===== src/sched_pkg.sv =====
package sched_pkg;

    // window length, counted in event records.
    localparam int WINDOW_RECORDS = 16;

    // window sum width, must hold WINDOW_RECORDS * GROUP_BEATS.
    localparam int COUNT_W = 8;

    // rob-full sum above which the rob vote is cast.
    localparam logic [COUNT_W-1:0] ROB_FULL_THRESHOLD = 8'd32;

    localparam int WINDOW_ID_W = 8;
    localparam int NUM_VOTES   = 5;

    // bit positions in the vote vector.
    localparam int VOTE_MULT  = 0;
    localparam int VOTE_MEM   = 1;
    localparam int VOTE_FLUSH = 2;
    localparam int VOTE_ROB   = 3;
    localparam int VOTE_ALU   = 4;

    typedef struct packed {
        logic [WINDOW_ID_W-1:0] window_id;
        logic [NUM_VOTES-1:0]   votes;
        logic                   switch_en;
    } decision_t;

    // decisions buffered toward the output.
    localparam int DECISION_FIFO_DEPTH = 2;

endpackage


===== src/perf_event_pkg.sv =====
package perf_event_pkg;

    // accepted event beats folded into one count record.
    localparam int GROUP_BEATS = 4;

    // one count must hold GROUP_BEATS.
    localparam int CNT_W = 3;

    // per-group event counts from both cores.
    typedef struct packed {
        // out-of-order core.
        logic [CNT_W-1:0] ooo_mult;
        logic [CNT_W-1:0] ooo_mem;
        logic [CNT_W-1:0] ooo_flush;
        logic [CNT_W-1:0] ooo_rob_full;
        logic [CNT_W-1:0] ooo_alu;
        // in-order pipelined core.
        logic [CNT_W-1:0] ppl_mult;
        logic [CNT_W-1:0] ppl_mem;
        logic [CNT_W-1:0] ppl_flush;
        logic [CNT_W-1:0] ppl_alu;
    } event_rec_t;

    // records buffered between sampler and scheduler.
    localparam int EVENT_FIFO_DEPTH = 4;

endpackage

===== src/core_sched_top.sv =====
`timescale 1ns/1ns

module core_sched_top (
    input  logic                              clk,
    input  logic                              rst,

    input  logic                              beat_valid,
    output logic                              beat_ready,
    input  logic                              ooo_mult,
    input  logic                              ooo_mem,
    input  logic                              ooo_flush,
    input  logic                              ooo_rob_full,
    input  logic                              ooo_alu,
    input  logic                              ppl_mult,
    input  logic                              ppl_mem,
    input  logic                              ppl_flush,
    input  logic                              ppl_alu,

    output logic                              decision_valid,
    input  logic                              decision_ready,
    output logic [sched_pkg::WINDOW_ID_W-1:0] decision_window,
    output logic [sched_pkg::NUM_VOTES-1:0]   decision_votes,
    output logic                              decision_switch
);
    import perf_event_pkg::*;
    import sched_pkg::*;

    logic       rec_valid;
    logic       rec_ready;
    event_rec_t rec;
    logic       buf_valid;
    logic       buf_ready;
    event_rec_t buf_rec;
    logic       dec_valid;
    logic       dec_ready;
    decision_t  dec;
    decision_t  dec_out;

    perf_event_sampler sampler_i (
        .clk, .rst,
        .beat_valid, .beat_ready,
        .ooo_mult, .ooo_mem, .ooo_flush, .ooo_rob_full, .ooo_alu,
        .ppl_mult, .ppl_mem, .ppl_flush, .ppl_alu,
        .rec_valid, .rec_ready, .rec
    );

    stream_fifo #(.payload_t(event_rec_t), .DEPTH(EVENT_FIFO_DEPTH)) event_fifo_i (
        .clk, .rst,
        .in_valid (rec_valid), .in_ready (rec_ready), .in_data (rec),
        .out_valid(buf_valid), .out_ready(buf_ready), .out_data(buf_rec)
    );

    mode_scheduler sched_i (
        .clk, .rst,
        .rec_valid(buf_valid), .rec_ready(buf_ready), .rec(buf_rec),
        .dec_valid, .dec_ready, .dec
    );

    stream_fifo #(.payload_t(decision_t), .DEPTH(DECISION_FIFO_DEPTH)) dec_fifo_i (
        .clk, .rst,
        .in_valid (dec_valid), .in_ready (dec_ready), .in_data (dec),
        .out_valid(decision_valid), .out_ready(decision_ready), .out_data(dec_out)
    );

    assign decision_window = dec_out.window_id;
    assign decision_votes  = dec_out.votes;
    assign decision_switch = dec_out.switch_en;

endmodule


===== src/mode_scheduler.sv =====
`timescale 1ns/1ns

module mode_scheduler (
    input  logic                       clk,
    input  logic                       rst,

    input  logic                       rec_valid,
    output logic                       rec_ready,
    input  perf_event_pkg::event_rec_t rec,

    output logic                       dec_valid,
    input  logic                       dec_ready,
    output sched_pkg::decision_t       dec
);
    import perf_event_pkg::*;
    import sched_pkg::*;

    logic [COUNT_W-1:0]                sum_ooo_mult;
    logic [COUNT_W-1:0]                sum_ooo_mem;
    logic [COUNT_W-1:0]                sum_ooo_flush;
    logic [COUNT_W-1:0]                sum_ooo_rob_full;
    logic [COUNT_W-1:0]                sum_ooo_alu;
    logic [COUNT_W-1:0]                sum_ppl_mult;
    logic [COUNT_W-1:0]                sum_ppl_mem;
    logic [COUNT_W-1:0]                sum_ppl_flush;
    logic [COUNT_W-1:0]                sum_ppl_alu;
    event_rec_t                        add;
    logic [COUNT_W-1:0]                nxt_ooo_mult;
    logic [COUNT_W-1:0]                nxt_ooo_mem;
    logic [COUNT_W-1:0]                nxt_ooo_flush;
    logic [COUNT_W-1:0]                nxt_ooo_rob_full;
    logic [COUNT_W-1:0]                nxt_ooo_alu;
    logic [COUNT_W-1:0]                nxt_ppl_mult;
    logic [COUNT_W-1:0]                nxt_ppl_mem;
    logic [COUNT_W-1:0]                nxt_ppl_flush;
    logic [COUNT_W-1:0]                nxt_ppl_alu;
    logic [$clog2(WINDOW_RECORDS)-1:0] rec_cnt;
    logic [WINDOW_ID_W-1:0]            window_id;
    logic [NUM_VOTES-1:0]              votes;
    logic                              switch_en;
    logic                              rec_fire;
    logic                              last_rec;

    // no new records while a decision waits.
    assign rec_ready = !dec_valid;
    assign rec_fire  = rec_valid && rec_ready;
    assign last_rec  = int'(rec_cnt) == WINDOW_RECORDS - 1;
    assign add       = rec;

    // window sums including the record on the input.
    always_comb begin
        nxt_ooo_mult     = sum_ooo_mult     + COUNT_W'(add.ooo_mult);
        nxt_ooo_mem      = sum_ooo_mem      + COUNT_W'(add.ooo_mem);
        nxt_ooo_flush    = sum_ooo_flush    + COUNT_W'(add.ooo_flush);
        nxt_ooo_rob_full = sum_ooo_rob_full + COUNT_W'(add.ooo_rob_full);
        nxt_ooo_alu      = sum_ooo_alu      + COUNT_W'(add.ooo_alu);
        nxt_ppl_mult     = sum_ppl_mult     + COUNT_W'(add.ppl_mult);
        nxt_ppl_mem      = sum_ppl_mem      + COUNT_W'(add.ppl_mem);
        nxt_ppl_flush    = sum_ppl_flush    + COUNT_W'(add.ppl_flush);
        nxt_ppl_alu      = sum_ppl_alu      + COUNT_W'(add.ppl_alu);
    end

    always_comb begin
        votes[VOTE_MULT]  = nxt_ooo_mult < nxt_ppl_mult;
        votes[VOTE_MEM]   = nxt_ooo_mem > nxt_ppl_mem;
        votes[VOTE_FLUSH] = nxt_ooo_flush > nxt_ppl_flush;
        votes[VOTE_ROB]   = nxt_ooo_rob_full > ROB_FULL_THRESHOLD;
        votes[VOTE_ALU]   = nxt_ooo_alu < nxt_ppl_alu;
        // any three votes, or rob pressure together with alu-heavy pipeline.
        switch_en = ($countones(votes) >= 3) || (votes[VOTE_ROB] && votes[VOTE_ALU]);
    end

    always_ff @(posedge clk) begin
        if (rst) begin
            sum_ooo_mult     <= '0;
            sum_ooo_mem      <= '0;
            sum_ooo_flush    <= '0;
            sum_ooo_rob_full <= '0;
            sum_ooo_alu      <= '0;
            sum_ppl_mult     <= '0;
            sum_ppl_mem      <= '0;
            sum_ppl_flush    <= '0;
            sum_ppl_alu      <= '0;
            rec_cnt          <= '0;
            window_id        <= '0;
            dec_valid        <= 1'b0;
        end else if (dec_valid && dec_ready) begin
            // decision taken, next window starts empty.
            sum_ooo_mult     <= '0;
            sum_ooo_mem      <= '0;
            sum_ooo_flush    <= '0;
            sum_ooo_rob_full <= '0;
            sum_ooo_alu      <= '0;
            sum_ppl_mult     <= '0;
            sum_ppl_mem      <= '0;
            sum_ppl_flush    <= '0;
            sum_ppl_alu      <= '0;
            window_id        <= window_id + 1'b1;
            dec_valid        <= 1'b0;
        end else if (rec_fire) begin
            sum_ooo_mult     <= nxt_ooo_mult;
            sum_ooo_mem      <= nxt_ooo_mem;
            sum_ooo_flush    <= nxt_ooo_flush;
            sum_ooo_rob_full <= nxt_ooo_rob_full;
            sum_ooo_alu      <= nxt_ooo_alu;
            sum_ppl_mult     <= nxt_ppl_mult;
            sum_ppl_mem      <= nxt_ppl_mem;
            sum_ppl_flush    <= nxt_ppl_flush;
            sum_ppl_alu      <= nxt_ppl_alu;
            rec_cnt          <= last_rec ? '0 : rec_cnt + 1'b1;
            dec_valid        <= last_rec;
        end
    end

    always_ff @(posedge clk) begin
        if (rec_fire && last_rec) begin
            dec.window_id <= window_id;
            dec.votes     <= votes;
            dec.switch_en <= switch_en;
        end
    end

endmodule


===== src/stream_fifo.sv =====
`timescale 1ns/1ns

module stream_fifo #(
    parameter type payload_t = logic [7:0],
    parameter int  DEPTH     = 2
) (
    input  logic     clk,
    input  logic     rst,

    input  logic     in_valid,
    output logic     in_ready,
    input  payload_t in_data,

    output logic     out_valid,
    input  logic     out_ready,
    output payload_t out_data
);
    localparam int PTR_W = $clog2(DEPTH);
    localparam int OCC_W = $clog2(DEPTH + 1);

    payload_t         mem [DEPTH];
    logic [PTR_W-1:0] wr_ptr;
    logic [PTR_W-1:0] rd_ptr;
    logic [OCC_W-1:0] occ;
    logic             push;
    logic             pop;

    // pointers wrap at DEPTH, which need not be a power of two.
    function automatic logic [PTR_W-1:0] ptr_inc(input logic [PTR_W-1:0] ptr);
        if (int'(ptr) == DEPTH - 1) begin
            return '0;
        end
        return ptr + 1'b1;
    endfunction

    assign in_ready  = int'(occ) != DEPTH;
    assign out_valid = occ != '0;
    assign out_data  = mem[rd_ptr];
    assign push      = in_valid && in_ready;
    assign pop       = out_valid && out_ready;

    always_ff @(posedge clk) begin
        if (rst) begin
            wr_ptr <= '0;
            rd_ptr <= '0;
            occ    <= '0;
        end else begin
            if (push) begin
                wr_ptr <= ptr_inc(wr_ptr);
            end
            if (pop) begin
                rd_ptr <= ptr_inc(rd_ptr);
            end
            case ({push, pop})
                2'b10:   occ <= occ + 1'b1;
                2'b01:   occ <= occ - 1'b1;
                default: occ <= occ;
            endcase
        end
    end

    always_ff @(posedge clk) begin
        if (push) begin
            mem[wr_ptr] <= in_data;
        end
    end

endmodule


===== src/perf_event_sampler.sv =====
`timescale 1ns/1ns

module perf_event_sampler (
    input  logic                       clk,
    input  logic                       rst,

    input  logic                       beat_valid,
    output logic                       beat_ready,
    input  logic                       ooo_mult,
    input  logic                       ooo_mem,
    input  logic                       ooo_flush,
    input  logic                       ooo_rob_full,
    input  logic                       ooo_alu,
    input  logic                       ppl_mult,
    input  logic                       ppl_mem,
    input  logic                       ppl_flush,
    input  logic                       ppl_alu,

    output logic                       rec_valid,
    input  logic                       rec_ready,
    output perf_event_pkg::event_rec_t rec
);
    import perf_event_pkg::*;

    logic [$clog2(GROUP_BEATS)-1:0] beat_cnt;
    event_rec_t                     acc;
    event_rec_t                     acc_nxt;
    logic                           beat_fire;
    logic                           last_beat;

    // take a beat when the output register is free or drains this cycle.
    assign beat_ready = !rec_valid || rec_ready;
    assign beat_fire  = beat_valid && beat_ready;
    assign last_beat  = int'(beat_cnt) == GROUP_BEATS - 1;

    // running counts including the current beat.
    always_comb begin
        acc_nxt.ooo_mult     = acc.ooo_mult     + CNT_W'(ooo_mult);
        acc_nxt.ooo_mem      = acc.ooo_mem      + CNT_W'(ooo_mem);
        acc_nxt.ooo_flush    = acc.ooo_flush    + CNT_W'(ooo_flush);
        acc_nxt.ooo_rob_full = acc.ooo_rob_full + CNT_W'(ooo_rob_full);
        acc_nxt.ooo_alu      = acc.ooo_alu      + CNT_W'(ooo_alu);
        acc_nxt.ppl_mult     = acc.ppl_mult     + CNT_W'(ppl_mult);
        acc_nxt.ppl_mem      = acc.ppl_mem      + CNT_W'(ppl_mem);
        acc_nxt.ppl_flush    = acc.ppl_flush    + CNT_W'(ppl_flush);
        acc_nxt.ppl_alu      = acc.ppl_alu      + CNT_W'(ppl_alu);
    end

    always_ff @(posedge clk) begin
        if (rst) begin
            beat_cnt  <= '0;
            acc       <= '0;
            rec_valid <= 1'b0;
        end else begin
            if (rec_valid && rec_ready) begin
                rec_valid <= 1'b0;
            end
            if (beat_fire) begin
                if (last_beat) begin
                    // group complete, counts restart.
                    beat_cnt  <= '0;
                    acc       <= '0;
                    rec_valid <= 1'b1;
                end else begin
                    beat_cnt <= beat_cnt + 1'b1;
                    acc      <= acc_nxt;
                end
            end
        end
    end

    // record payload, loaded with the group's final counts.
    always_ff @(posedge clk) begin
        if (beat_fire && last_beat) begin
            rec <= acc_nxt;
        end
    end

endmodule


===== config.mk =====
export PLATFORM = sky130hd
export DESIGN_NAME = core_sched_top
export DESIGN_NICKNAME = d
export VERILOG_FILES = /design/src/sched_pkg.sv /design/src/perf_event_pkg.sv /design/src/core_sched_top.sv /design/src/mode_scheduler.sv /design/src/stream_fifo.sv /design/src/perf_event_sampler.sv
export SDC_FILE = /design/constraint.sdc
export NUM_CORES = 1
export LEC_CHECK = 0
export BUFFER_PORTS_ARGS = -buffer_cell sky130_fd_sc_hd__buf_2
export CAP_MARGIN = 25
export CELL_PAD_IN_SITES_DETAIL_PLACEMENT = 0
export CELL_PAD_IN_SITES_GLOBAL_PLACEMENT = 2
export CORE_MARGIN = 1.5
export CORE_UTILIZATION = 44
export DETAILED_ROUTE_END_ITERATION = 16
export MAX_ROUTING_LAYER = met4
export PLACE_DENSITY_LB_ADDON = 0.1
export SYNTH_ARGS = -nofsm -noshare
export SYNTH_HDL_FRONTEND = slang
export SYNTH_SLANG_ARGS = --single-unit

===== constraint.sdc =====
create_clock -name clk -period 6.09 [get_ports clk]
set_input_delay 0.3045 -clock clk [delete_from_list [all_inputs] [get_ports clk]]
set_output_delay 0.3045 -clock clk [all_outputs]
set_load 0.05 [all_outputs]

== Word level (Yosys, flattened, before mapping) ==
Memories as Yosys holds them, arrays and structs flattened. A register that Yosys moved wholly into a read port is not among the register bits.
Index checks and enable logic that the tools add are counted.

* Add/subtract/negate cells: 33
* Magnitude comparators: 6
* Equal/unequal tests: 10
* Muxes and demuxes: 36
* Bitwise gates (word level): 1
* Reductions and logical operators: 18

{| class="wikitable"
|+ Operators by type and width
! cell !! number
|-
| $add A8 B3 Y8 || 9
|-
| $add A32 B1 Y32 || 1
|-
| $add A32 B32 Y32 || 1
|-
| $ge A32 B3 Y1 const B || 1
|-
| $add A3 B1 Y3 || 9
|-
| $mux W27 || 1
|-
| $mux W1 || 25
|-
| $gt A8 B8 Y1 || 2
|-
| $lt A8 B8 Y1 || 2
|-
| $mux W2 || 7
|-
| $eq A2 B1 Y1 const B || 5
|-
| $add A2 B1 Y2 const B || 4
|-
| $add A8 B1 Y8 const B || 1
|-
| $gt A8 B6 Y1 const B || 1
|-
| $logic_and A1 B1 Y1 || 8
|-
| $pmux W3 S2 || 1
|-
| $reduce_bool A2 Y1 || 3
|-
| $add A1 B1 Y2 || 2
|-
| $add A4 B1 Y4 const B || 1
|-
| $eq A2 B2 Y1 const B || 2
|-
| $eq A4 B1 Y1 const B || 1
|-
| $mux W4 || 1
|-
| $pmux W2 S2 || 1
|-
| $add A3 B1 Y3 const B || 1
|-
| other kinds (11) || 14
|}

* Flip-flop bits (word level): 167
* Memory bits (writable): 136
* Input port bits: 13
* Output and inout port bits: 16
* Word-level logic and storage cells: 147
* Memories kept: 2

{| class="wikitable"
|+ Memory list
! name !! words !! bits a word !! read ports !! clocked after memory_dff !! wr ports !! RTL line !! text
|-
| event_fifo_i.mem || 4 || 27 || 1 || 1 || 1 || stream_fifo.sv:21 || <nowiki>payload_t mem [DEPTH];</nowiki>
|-
| dec_fifo_i.mem || 2 || 14 || 1 || 1 || 1 || stream_fifo.sv:21 ||
|}

== Depth between registers and ports, before layout ==
* Depth in word-level cells: 7
* Gate-level depth with buffers: 21
* Depth with buffers taken out: 19

== Hierarchy ==
From an unflattened synthesis, not the netlist that was laid out.

* Cell total of the unflattened synthesis: 1132
* Area, all modules: 13905.8 um2

{| class="wikitable"
|+ Modules (own cells, without submodules)
! module !! instances !! cells each !! area each (um2) !! sequential area each (um2)
|-
| mode_scheduler || 1 || 676 || 5894.4 || 2122.0
|-
| stream_fifo at event_fifo_i || 1 || 193 || 4390.5 || 3423.3
|-
| perf_event_sampler || 1 || 196 || 2394.8 || 1411.4
|-
| stream_fifo at dec_fifo_i || 1 || 67 || 1226.2 || 940.9
|}

== Worst setup path after synthesis ==
OpenSTA, ideal clock, no wires.

* Kind: register to register
* From: register (tool-made name)
* To: register sched_i.dec[0] (netlist name)
* Setup time: 0.254 ns
* Arrival: 4.665 ns
* Required time: 5.836 ns
* Path slack: 1.172 ns
* Stages on the path, launching flop included: 21
* Path buffers: 2
* Period minus slack after synthesis: 4.918 ns
* Cells stage by stage: dfxtp_1 > buf_2 > buf_2 > mux4_2 > ha_1 > a21o_1 > a21oi_1 > nor2_1 > xor2_1 > ha_1 > a21o_1 > a21o_1 > a21oi_1 > o21ai_0 > o21a_1 > ha_1 > inv_1 > fa_1 > fa_1 > o21ai_0 > a21o_1

==> impl_metrics.ini <==
[clock_network]
cts_hold_buf = 0
cts.sinks = 306
cts_resized = 0
postCtsSetupBuffers = 0
root_buffer = clkbuf_16
numCtsBuffers = 35
clkTransAtPathRegs_ns = 0.06
cts_buffer_depth = 3
htreeDepth = 2
cts_tree = built
clkLatencyLatePin_ns = 0.52

[drt]
drtIter0Drc = 449
viasPerCell = 5.07
wire_per_inst_um = 15.7
routed_wirelength_mm = 24.6
first_pass_iters = 4
via_count = 7922
drc = 0
ant_nets = 0

[floorplanning]
die_x_um = 179
io_pins = 29
die_area_um2 = 32200
die_y_um = 179
start_util = 0.448
num_rows = 64
core-area_um2 = 30600

[synth]
ys_seq_elements = 306
synthDistinctLibCells = 46
netlist_instances = 1107
synth_ff_type = edfxtp_1
synth-edff-count = 177
ys_warn_count = 0
seq_area_frac_synth = 0.577
syn-num-nets = 1219
synth_area_per_cell_um2 = 12.4
async_reset_ff_frac = 0
synth.cell_area_um2 = 13700

[critical_path]
timing.critical_path.mode_cell = a21o_1
critPathCaptureType = flip-flop
path_buf_inv = 1
slowest_delay_ns = 0.74
path_cells = mux4_2 > ha_1 > a21o_1 > a21oi_1 > nor2_1 > xor2_1 > ha_1 > a21o_1 > a21o_1 > a21oi_1 > o21ai_0 > o21a_1 > ha_1 > inv_1 > fa_1 > fa_1 > o21ai_0 > a21o_1
critPathKind = reg2reg
crit_path_top_delay_cell = dfxtp_2
cp.required_ns = 6.36
start_kind = flip-flop
critPathTopFamily = adder cells
crit_arrival_ns = 5.45
worst-path-max-fanout = 18

[final_layout]
fillers = 2729
layout_commonest_cell = edfxtp_1
final_cell_mix = edfxtp_1, dfxtp_1, nor2_1
diodes = 0
nets = 1252
area_growth_syn_to_layout_pct = 11.7
drive_gt1_frac = 0.119

[timing]
fin_ws_ns = 0.916
finalCritPeriodShare = 0.850
finalMaxSlewViolations = 0
skew_ns = 0.0140
rsz0062_at_grt = no
hold_viol_final = 0
period_needed_ns = 5.17
fin_tns_setup_ns = 0
holdWs_ns = 0.0687
tightest_slew_ns = 0.855
timing.fmax_ghz = 0.193
setup_viol_count_final = 0
relSlewSlack = 0.430

[grt]
grt_pass1_vias = 7959
grt_max_degree = 74
antenna_found_initial = 0
track_usage = 0.161
grt_pass1_wl_mm = 41.3
grt_overflow = 0

[run_status]
status = completed

[placement]
gp_congestion = 0.737
pre_cts_ws_ns = 0.883
port_buffers = 28
dpl.hpwl_mm = 15.8

[pwr]
powerDensity_nw_per_um2 = 411
peakVddDrop_mv = 0.237
p_total_mw = 6.28
cellLeakagePower_nw = 5.59

[worst_hold_path]
hp-class = in2reg

[job]
maxCapViolCount = 0
## cell usage after synthesis (9+ instances only)
cell type  count  share of area
nor3_1        10         0.0037
mux2_2        14          0.012
clkbuf_1      17         0.0047
xor2_1        68          0.043
nor2_1       104          0.029
a21o_1        19          0.010
nor3b_1       20          0.011
ha_1          87          0.079
nand2_1       71          0.019
xnor2_1       28          0.018
inv_1         30         0.0082
nand4_1       15         0.0069
nor2b_1       10         0.0046
dfxtp_1      129           0.19
o21ai_0       46          0.017
fa_1          12          0.018
nand3_1       16         0.0058
mux4_2        27          0.044
nand3b_1       9         0.0049
buf_2         20         0.0073
a21oi_1      101          0.037
edfxtp_1     177           0.39
or3_1         26          0.012
## sequential cells by signal (all words and copies together), names as in the netlist, 3 cells and up, named ones only
register                  flops
dec_fifo_i.mem               28
event_fifo_i.mem            108
event_fifo_i.occ              3
sampler_i.acc                27
sampler_i.rec                27
sched_i.dec                  14
sched_i.rec_cnt               4
sched_i.sum_ooo_alu           8
sched_i.sum_ooo_flush         8
sched_i.sum_ooo_mem           8
sched_i.sum_ooo_mult          8
sched_i.sum_ooo_rob_full      8
sched_i.sum_ppl_alu           8
sched_i.sum_ppl_flush         8
sched_i.sum_ppl_mem           8
sched_i.sum_ppl_mult          8
sched_i.window_id             8
## final timing paths
kind / depth (start not counted) / to / startpoint / slack, ns
worst min register to register: 0 / dec_fifo_i.mem[1][13] / sched_i.dec[13] / 0.44
worst max register to register: 18 / sched_i.dec[0] / flip-flop / 0.92
worst max-delay path: 18 / sched_i.dec[0] / flip-flop / 0.92
worst min-delay path: 3 / sampler_i.rec_valid / beat_valid / 0.07
## worst min-delay path, cell delays in order
cell and delay (ns):
buf_2 0.11, nand2_1 0.06, a21oi_1 0.06
## where the power goes
part | leakage [nW] | internal (mW) | total [mW] | switching [mW]
Sequential | 2.61 | 2.34 | 2.45 | 0.110
Clock | 0.524 | 1.16 | 1.98 | 0.819
Combinational | 2.45 | 0.802 | 1.86 | 1.05
## layer usage
metal	GRT usage	vias up	share of wire	wire, um
li1	-	4077	-	-
met1	0.229	3715	0.52	12700
met2	0.239	93	0.43	10700
met3	0.0282	37	0.033	813
met4	0.0417	0	0.017	424
met5	-	-	0	0
## layout make-up
| cell class | count | area [um2] | share of cell area |
|---|---|---|---|
| multi-input cells | 726 | 5470 | 0.357 |
| flip-flops and latches | 306 | 7900 | 0.516 |
| clock buffers | 52 | 971 | 0.0635 |
| well taps | 396 | 495 | 0.0324 |
| repair buffers | 40 | 230 | 0.0150 |
| inverters | 31 | 116 | 0.00760 |
| clock inverters | 12 | 123 | 0.00801 |
## through the flow
step,cells,utilization,cell area [um2]
floorplan,1107,-,13700
global placement,1499,0.464,14200
detailed placement,1499,0.464,14200
CTS,1563,0.500,15300
global route,1563,0.500,15300
finish,1563,0.500,15300
## cells by family (layout without fill, tap and decap cells)
logic type,Yosys count,in the layout,synth area share
mux,42,42,0.0566
xor+xnor,96,96,0.0614
flops,306,306,0.577
compound gates,188,188,0.0768
simple gates,301,301,0.107
buf+inv,75,135,0.0248
fa+ha+maj,99,99,0.0970
Note: power is estimated with default switching activity, not from simulation.
